[src/hw/cache_pkg.sv]
/* L2 cache shared definitions */
`default_nettype none

package cache_pkg;

    // geometry
    localparam int S_OFFSET = 5;
    localparam int S_INDEX  = 3;
    localparam int S_TAG    = 32 - S_OFFSET - S_INDEX;
    localparam int S_MASK   = 2 ** S_OFFSET;
    localparam int S_LINE   = 8 * S_MASK;
    localparam int NUM_SETS = 2 ** S_INDEX;
    localparam int NUM_WAYS = 4;

    typedef logic [31:0]        word_t;
    typedef logic [S_LINE-1:0]  line_t;
    typedef logic [S_MASK-1:0]  mask_t;
    typedef logic [S_TAG-1:0]   tag_t;
    typedef logic [S_INDEX-1:0] index_t;

    // tree bits point at the victim, bit 0 picks the half
    typedef logic [2:0] lru_t;

    typedef enum logic {
        DI_CPU,
        DI_MEM
    } dimux_sel_t;

    typedef enum logic [1:0] {
        DO_WAY0,
        DO_WAY1,
        DO_WAY2,
        DO_WAY3
    } domux_sel_t;

    // way encodings follow ADDR_CPU in order
    typedef enum logic [2:0] {
        ADDR_CPU,
        ADDR_WAY0,
        ADDR_WAY1,
        ADDR_WAY2,
        ADDR_WAY3
    } addrmux_sel_t;

    typedef enum logic [1:0] {
        WE_ZEROS,
        WE_ONES,
        WE_MBE
    } wemux_sel_t;

endpackage

`default_nettype wire
[src/hw/l2_cache_control.sv]
/* L2 cache control FSM */
`timescale 1ns/1ps
`default_nettype none

module l2_cache_control (
    input  logic                                            clk,
    input  logic                                            rst_n_i,
    input  logic                                            mem_read_i,
    input  logic                                            mem_write_i,
    input  logic [cache_pkg::NUM_WAYS-1:0]                  hit_i,
    input  logic [cache_pkg::NUM_WAYS-1:0]                  valid_i,
    input  logic [cache_pkg::NUM_WAYS-1:0]                  dirty_i,
    input  cache_pkg::lru_t                                 lru_i,
    input  logic                                            pmem_resp_i,
    output logic                                            mem_resp_o,
    output logic                                            pmem_read_o,
    output logic                                            pmem_write_o,
    output cache_pkg::dimux_sel_t                           dimux_sel_o,
    output cache_pkg::domux_sel_t                           domux_sel_o,
    output cache_pkg::addrmux_sel_t                         addrmux_sel_o,
    output cache_pkg::wemux_sel_t [cache_pkg::NUM_WAYS-1:0] wemux_sel_o,
    output logic [cache_pkg::NUM_WAYS-1:0]                  valid_load_o,
    output logic [cache_pkg::NUM_WAYS-1:0]                  dirty_load_o,
    output logic [cache_pkg::NUM_WAYS-1:0]                  tag_load_o,
    output logic [cache_pkg::NUM_WAYS-1:0]                  valid_in_o,
    output logic [cache_pkg::NUM_WAYS-1:0]                  dirty_in_o
);

    typedef enum logic [1:0] {
        IDLE,
        COMPARE,
        WRITEBACK,
        FILL
    } state_t;

    state_t     state_q;
    state_t     state_d;
    logic       request;
    logic [1:0] hit_way;
    logic [1:0] lru_way;
    logic [1:0] victim;

    assign request = mem_read_i | mem_write_i;

    always_ff @(posedge clk or negedge rst_n_i) begin
        if (!rst_n_i) begin
            state_q <= IDLE;
        end else begin
            state_q <= state_d;
        end
    end

    always_comb begin
        hit_way = 2'd0;
        for (int i = 0; i < cache_pkg::NUM_WAYS; i++) begin
            if (hit_i[i]) begin
                hit_way = 2'(i);
            end
        end
    end

    assign lru_way = lru_i[0] ? {1'b1, lru_i[2]} : {1'b0, lru_i[1]};

    // lowest invalid way first, else the tree's choice
    always_comb begin
        victim = lru_way;
        for (int i = cache_pkg::NUM_WAYS - 1; i >= 0; i--) begin
            if (!valid_i[i]) begin
                victim = 2'(i);
            end
        end
    end

    always_comb begin
        state_d       = state_q;
        mem_resp_o    = 1'b0;
        pmem_read_o   = 1'b0;
        pmem_write_o  = 1'b0;
        dimux_sel_o   = cache_pkg::DI_CPU;
        domux_sel_o   = cache_pkg::domux_sel_t'(hit_way);
        addrmux_sel_o = cache_pkg::ADDR_CPU;
        valid_load_o  = '0;
        dirty_load_o  = '0;
        tag_load_o    = '0;
        valid_in_o    = '0;
        dirty_in_o    = '0;
        for (int i = 0; i < cache_pkg::NUM_WAYS; i++) begin
            wemux_sel_o[i] = cache_pkg::WE_ZEROS;
        end

        case (state_q)
            IDLE: begin
                if (request) begin
                    state_d = COMPARE;
                end
            end
            COMPARE: begin
                if (hit_i != '0) begin
                    mem_resp_o = 1'b1;
                    if (mem_write_i) begin
                        wemux_sel_o[hit_way]  = cache_pkg::WE_MBE;
                        dirty_load_o[hit_way] = 1'b1;
                        dirty_in_o[hit_way]   = 1'b1;
                    end
                    state_d = IDLE;
                end else if (dirty_i[victim]) begin
                    state_d = WRITEBACK;
                end else begin
                    state_d = FILL;
                end
            end
            WRITEBACK: begin
                pmem_write_o  = 1'b1;
                domux_sel_o   = cache_pkg::domux_sel_t'(victim);
                // way addresses follow ADDR_CPU in the encoding
                addrmux_sel_o = cache_pkg::addrmux_sel_t'({1'b0, victim} + 3'd1);
                if (pmem_resp_i) begin
                    dirty_load_o[victim] = 1'b1;
                    state_d              = FILL;
                end
            end
            FILL: begin
                pmem_read_o = 1'b1;
                dimux_sel_o = cache_pkg::DI_MEM;
                if (pmem_resp_i) begin
                    wemux_sel_o[victim]  = cache_pkg::WE_ONES;
                    tag_load_o[victim]   = 1'b1;
                    valid_load_o[victim] = 1'b1;
                    valid_in_o[victim]   = 1'b1;
                    dirty_load_o[victim] = 1'b1;
                    state_d              = COMPARE;
                end
            end
            default: state_d = IDLE;
        endcase
    end

endmodule

`default_nettype wire

[config.mk]
export PLATFORM = sky130hd
export DESIGN_NAME = l2_cache_control
export DESIGN_NICKNAME = d
export VERILOG_FILES = /design/src/hw/cache_pkg.sv /design/src/hw/l2_cache_control.sv
export SDC_FILE = /design/constraint.sdc
export NUM_CORES = 1
export LEC_CHECK = 0
export BUFFER_PORTS_ARGS = -buffer_cell sky130_fd_sc_hd__buf_2
export CORE_MARGIN = 2
export CORE_UTILIZATION = 41
export DETAILED_ROUTE_END_ITERATION = 12
export PLACE_DENSITY = 0.82
export SLEW_MARGIN = 20
export SYNTH_ARGS = -nofsm -noshare
export SYNTH_HDL_FRONTEND = slang
export SYNTH_SLANG_ARGS = --single-unit
[constraint.sdc]
create_clock -name clk -period 3.6 [get_ports clk]
set_input_delay 0.36 -clock clk [delete_from_list [all_inputs] [get_ports clk]]
set_output_delay 0.36 -clock clk [all_outputs]
set_load 0.01 [all_outputs]
==> results.ini, run 1 <==
[sta]
rsz0062_at_grt=no
maxSlewHeadroom=0.738
fmax_mhz=442
fin_crit_sh=0.629
setup-tns-final_ns=0
setup_viol=0
fin_skew_ns=0.00475
drv_slew=0
tightestPinTransition_ns=0.393
layout_min_cycle_time_ns=2.26
hold_viol_final=0
worst_slack_ns=1.34

[drt]
drt_wl_total_microns=1760
ant_nets=0
first_pass_iters=4
first_iter_violations=15
post_drt_wl_per_cell_microns=11.4
vias_per_cell=5.24
vias=812
drc=0

[cells_and_area]
regMostFlops=state_q
drive_gt1_frac=0.468
multiInputGateArea_sq_um=493
top_regs=state_q: 2 flops
fillers=153
largest_register_ffs=2
area_delta_synth_final_pct=35.8
nNetsFinal=169
area.sequential_sq_um=50.0
num_antenna_cells=0

[floorplanning]
core_area_sq_um=1520
dieHeight_microns=44.3
dieWidth_microns=44.3
core.rowCount=14
ios=57
start_util=0.438
die-area_sq_um=1970

[pwr]
ir_worst_vdd_uv=144
p_comb_frac=0.644
power_frac_seq=0.156
clock_power_share=0.199
p_leak_nw=0.582
sw_frac_of_total=0.455
total_power_uw=255
power_density_nw_per_um2=282
switchingPower_uw=116
internal_power_uw=139

[worst_hold_path]
hold_path_class=in -> async

[synthesis]
yosysWarnings=0
yosysSeqAreaShare=0.0750
netlist_instances=92
netlist_area_sq_um=667
ys_types=34
syn_nets=120
ys_seq_elements=2
syn_area_per_cell_sq_um=7.25

[clocking]
htreeDepth=1
clk_latency_ns=0.23
cts_tree=yes
clkSlewWorstSetupHoldPaths_ns=0.03
cts_made_buffers=3
clock_tree.buffer_depth=2
cts_resized=0
cts_root_buf=clkbuf_4
cts_setup_buffers=0
clock_sinks=2

[worst_setup_path]
cp.required_ns=3.24
arrival_ns=1.90
critPathLaunch=state_q[0]
endpoint=dirty_load_o[2]
rr_worst_depth=7
worst-path-max-fanout=12
rrSetupSlack_ns=1.74
regToRegStartpoint=state_q[0]
r2r_end=state_q[0]
path_class=reg -> out
startpoint_type=flip-flop
endpoint_kind=output pin

[grt]
groute.usage.overall=0.178
grt_max_degree=13
antenna_found_initial=0
grt_overflow=0
grt_pass1_vias=648
grt_pass1_wl_microns=2710

[place]
hpwl_microns=1480
gp_congestion=0.869
place_ws_ns=1.53
io_buffers=56

[run]
max-cap-violations=0

[status]
run_status=finished, final reports clean

## cells in the final DEF, fill, tap and decap left out, types with 2 or more instances in the layout
cell type	netlist	final
a21oi_1	7	7
nor2b_1	4	4
dfrtp_1	2	2
nor3b_1	2	2
nor3_1	4	4
and2_1	4	4
ha_1	8	8
and3_1	7	7
buf_2	0	56
nor2_1	6	6
clkbuf_4	0	3
inv_1	8	8
a31oi_1	2	2
nand2_1	4	4
o21ai_1	2	2
## final cells by class
cell class	count	share of cell area
flip-flops and latches	2	0.0552
well taps	16	0.0221
repair buffers	57	0.320
multi-input cells	69	0.544
inverters	8	0.0331
clock buffers	3	0.0249
## metrics by stage
step                hold slack, ns  utilization  area (sq um)  std cells
global placement             0.148        0.573           873        151
CTS                          0.444        0.594           906        155
floorplan                   0.0644            -           667         92
detailed placement           0.145        0.573           873        151
finish                       0.458        0.594           906        155
global route                 0.462        0.594           906        155
## power groups by stage
stage | clock network, mW | registers (mW) | logic (mW)
after CTS | 0.0511 | 0.0401 | 0.164
after detailed placement | 0 | 0.0405 | 0.161
final | 0.0509 | 0.0398 | 0.164
after global placement | 0 | 0.0398 | 0.159
after floorplan | 0 | 0.0385 | 0.108
after global routing | 0.0549 | 0.0417 | 0.185
## timing repair
action                                 4_1_cts  5_1_grt
endpoints found under the hold margin        2        0
setup endpoints to repair                    0        0
hold buffers                                 1        0
## synthesized netlist by cell type, drive strengths merged
master	n	area, sq um
a211oi	1	7.51
a21oi	8	51.3
a22oi	1	7.51
a31oi	2	12.5
a41o	1	10.0
and2	4	25.0
and3	7	43.8
buf	12	90.1
clkbuf	1	3.75
dfrtp	2	50.1
ha	8	100
inv	8	30.0
mux2i	1	10.0
nand2	4	15.0
nand2b	1	6.26
nand3	1	10.0
nand3b	1	7.51
nand4b	1	8.76
nor2	6	22.5
nor2b	4	25.0
nor3	5	30.0
nor3b	3	27.5
nor4	1	12.5
o21ai	3	15.0
o21bai	1	7.51
o22ai	1	6.26
o31ai	1	7.51
or2	1	6.26
or3	1	6.26
or3b	1	11.3
## logic make-up after synthesis
logic type               after synthesis  share of synthesized area
multiplexers                           1                     0.0150
AO/OA/AOI/OAI                         19                      0.188
AND/OR/NAND/NOR                       41                      0.386
buffers and inverters                 21                      0.186
flip-flops                             2                     0.0750
adder cells (fa/ha/maj)                8                      0.150
## how the worst min path moves through the flow
stage          slack [ns]  startpoint         end  cells after the start
2_1_floorplan        0.06     rst_n_i  state_q[0]                      0
3_3_place_gp         0.15     rst_n_i  state_q[0]                      1
3_5_place_dp         0.15     rst_n_i  state_q[1]                      1
4_1_cts              0.44     rst_n_i  state_q[0]                      2
5_1_grt              0.46     rst_n_i  state_q[0]                      2
6_report             0.46     rst_n_i  state_q[0]                      2
## layer usage
layer / share of wire / up-vias / GRT usage
met3: 0.081 / 2 / 0.0122
li1: - / 411 / -
met1: 0.40 / 359 / 0.220
met4: 0.0068 / 0 / 0.0364
met2: 0.51 / 40 / 0.335
met5: 0 / - / 0
## worst max-delay path, stage by stage, from the launching register on
cell     delay (ns)
dfrtp_1        0.42
inv_1          0.09
ha_1           0.34
or2_1          0.27
and2_1         0.19
a21oi_1        0.16
nor2_1         0.05
buf_2          0.14
Note: power is estimated with default switching activity, not from simulation.
==> run 2, diff against run 1 <==
CORE_UTILIZATION = 38   (was 41)
PLACE_DENSITY = 0.77   (was 0.82)
clock period = 2.2 ns   (was 3.6 ns; I/O delays follow)
==> run 2 against run 1 <==
Clock power is 67% higher. Global-route usage fell by 2.2 points. Clock skew is 0.00052 ns higher. Critical endpoint is now dirty_load_o[0]. Largest cell class unchanged. Critical path type unchanged. Clock-buffer cell count stayed put. Largest power group unchanged.
==> results.ini, run 2 (synthesis gave the netlist of run 1 again) <==
[worst_setup_path]
endpoint_kind=output pin  ; unchanged
arrival_ns=1.84  ; was 1.90 ns
startpoint_type=flip-flop  ; unchanged
critPathBufInv=2  ; unchanged
slowest_delay_ns=0.38  ; was 0.42 ns
path_cells=inv_1 -> ha_2 -> nand2_1 -> or3_4 -> nor3b_2 -> a31oi_1 -> nor2_1 -> buf_2  ; was inv_1 -> ha_1 -> or2_1 -> and2_1 -> a21oi_1 -> nor2_1 -> buf_2
cp.required_ns=1.98  ; was 3.24 ns
worst-path-max-fanout=5  ; was 12
path_class=reg -> out  ; unchanged
crit_family=simple AND/OR/NAND/NOR gates  ; unchanged
cp_slowest_cell=dfrtp_1  ; unchanged

[drt]
vias=807  ; was 812
route.met3.wl_microns=197  ; was 142 microns
wl_met2_microns=776  ; was 895 microns
first_pass_iters=4  ; unchanged
vias_per_cell=5.17  ; was 5.24
drt_wl_total_microns=1690  ; was 1760 microns
top_layer=met4  ; unchanged
post_drt_wl_per_cell_microns=10.9  ; was 11.4 microns
first_iter_violations=10  ; was 15
met1Wirelength_microns=702  ; was 712 microns
drc=0  ; unchanged
ant_nets=0  ; unchanged

[sta]
tightestPinTransition_ns=0.363  ; was 0.393 ns
layout_min_cycle_time_ns=2.06
fin_crit_sh=0.937
maxSlewHeadroom=0.758  ; was 0.738
fmax_mhz=485
drv_slew=0  ; unchanged
fin_skew_ns=0.00527  ; was 0.00475 ns
setup-tns-final_ns=0  ; unchanged
setup_viol=0  ; unchanged
rsz0062_at_grt=no  ; unchanged
hold_viol_final=0  ; unchanged
worst_slack_ns=0.140  ; was 1.34 ns

[floorplanning]
core_area_sq_um=1690  ; was 1520 sq um
core.rowCount=15  ; was 14
dieWidth_microns=45.9  ; was 44.3 microns
start_util=0.395  ; was 0.438
die-area_sq_um=2110  ; was 1970 sq um
ios=57  ; unchanged
dieHeight_microns=45.9  ; was 44.3 microns

[cells_and_area]
nNetsFinal=169  ; unchanged
regMostFlops=state_q  ; unchanged
layout_common_cells=buf_2, inv_1, and3_1, a21oi_1  ; was buf_2, inv_1, ha_1
num_antenna_cells=0  ; unchanged
top_regs=state_q: 2 flops  ; unchanged
area_delta_synth_final_pct=37.5  ; was 35.8%
largest_register_ffs=2  ; unchanged
drive_gt1_frac=0.489  ; was 0.468
final_common_cell=buf_2  ; unchanged

[grt]
antenna_found_initial=0  ; unchanged
grt_overflow=0  ; unchanged
grt_pass1_wl_microns=2470  ; was 2710 microns
grt_max_degree=13  ; unchanged
groute.usage.overall=0.156  ; was 0.178
grt_pass1_vias=616  ; was 648

[place]
io_buffers=56  ; unchanged
gp_congestion=0.854  ; was 0.869
place_ws_ns=0.311  ; was 1.53 ns
hpwl_microns=1430  ; was 1480 microns

[clocking]
clk_latency_ns=0.23  ; about the same
htreeDepth=1  ; unchanged
clkSlewWorstSetupHoldPaths_ns=0.03  ; about the same
clock_sinks=2  ; unchanged
cts_root_buf=clkbuf_4  ; unchanged
cts_made_buffers=3  ; unchanged
clock_tree.buffer_depth=2  ; unchanged
cts_tree=yes  ; unchanged

[run]
max-cap-violations=0  ; unchanged

[pwr]
p_leak_nw=0.580  ; was 0.582 nW
ir_worst_vdd_uv=210  ; was 144 uV
power_density_nw_per_um2=456  ; was 282 nW/um^2

[status]
run_status=finished, final reports clean  ; unchanged

[worst_hold_path]
hold_path_class=in -> async  ; unchanged

-- run 2: report_power, final --
part | switching (mW) | total (mW) | internal [mW]
clock | 0.0246 | 0.0851 | 0.0605
sequential | 0.0174 | 0.0658 | 0.0484
combinational | 0.145 | 0.268 | 0.122
-- run 2: routing by layer --
layer,up-vias,GRT usage
met3,2,0.0198
met5,-,0
met1,354,0.186
met4,0,0.0514
li1,403,-
met2,48,0.283
-- run 2: final cells by class --
class | instances | area (sq um)
clock buffer | 3 | 22.5
fill | 178 | 772
multi-input combinational | 69 | 503
timing repair buffer | 57 | 290
inverter | 8 | 30.0
tap | 17 | 21.3
sequential | 2 | 50.0
-- run 2: repair_timing --
item / CTS / global route
hold endpoints to repair: 2 / 0
setup buffers: 0 / 0
hold buffers: 1 / 0
resized for setup: 0 / 3
endpoints found under the setup margin: 0 / 4
-- run 2: metrics by stage --
step | power [mW] | hold WS, ns | instance area [sq um] | util | cells
global route | 0.456 | 0.301 | 917 | 0.543 | 156
floorplan | 0.239 | -0.0756 | 667 | - | 92
CTS | 0.420 | 0.295 | 907 | 0.537 | 156
detailed placement | 0.327 | 0.00575 | 875 | 0.518 | 152
finish | 0.418 | 0.299 | 917 | 0.543 | 156
global placement | 0.321 | 0.00507 | 875 | 0.518 | 152
-- run 2: final timing paths --
check                      slack, ns  startpoint  cells after the start              end
min reg2reg                     0.70  state_q[1]                      3       state_q[1]
max reg2reg                     0.37  state_q[0]                      7       state_q[0]
min in group clk                0.33  dirty_i[2]                      4       state_q[0]
max in group asynchronous       1.80     rst_n_i                      2       state_q[1]
min                             0.30     rst_n_i                      2       state_q[0]
max                             0.14  state_q[1]                      8  dirty_load_o[0]
-- run 2: worst register-to-register path, stage by stage (launching register included) --
cell and delay [ns]:
dfrtp_1 0.43, inv_1 0.11, ha_1 0.25, or3b_4 0.44
a21oi_4 0.19, nor3_2 0.05, a31oi_1 0.16, o21ai_1 0.08
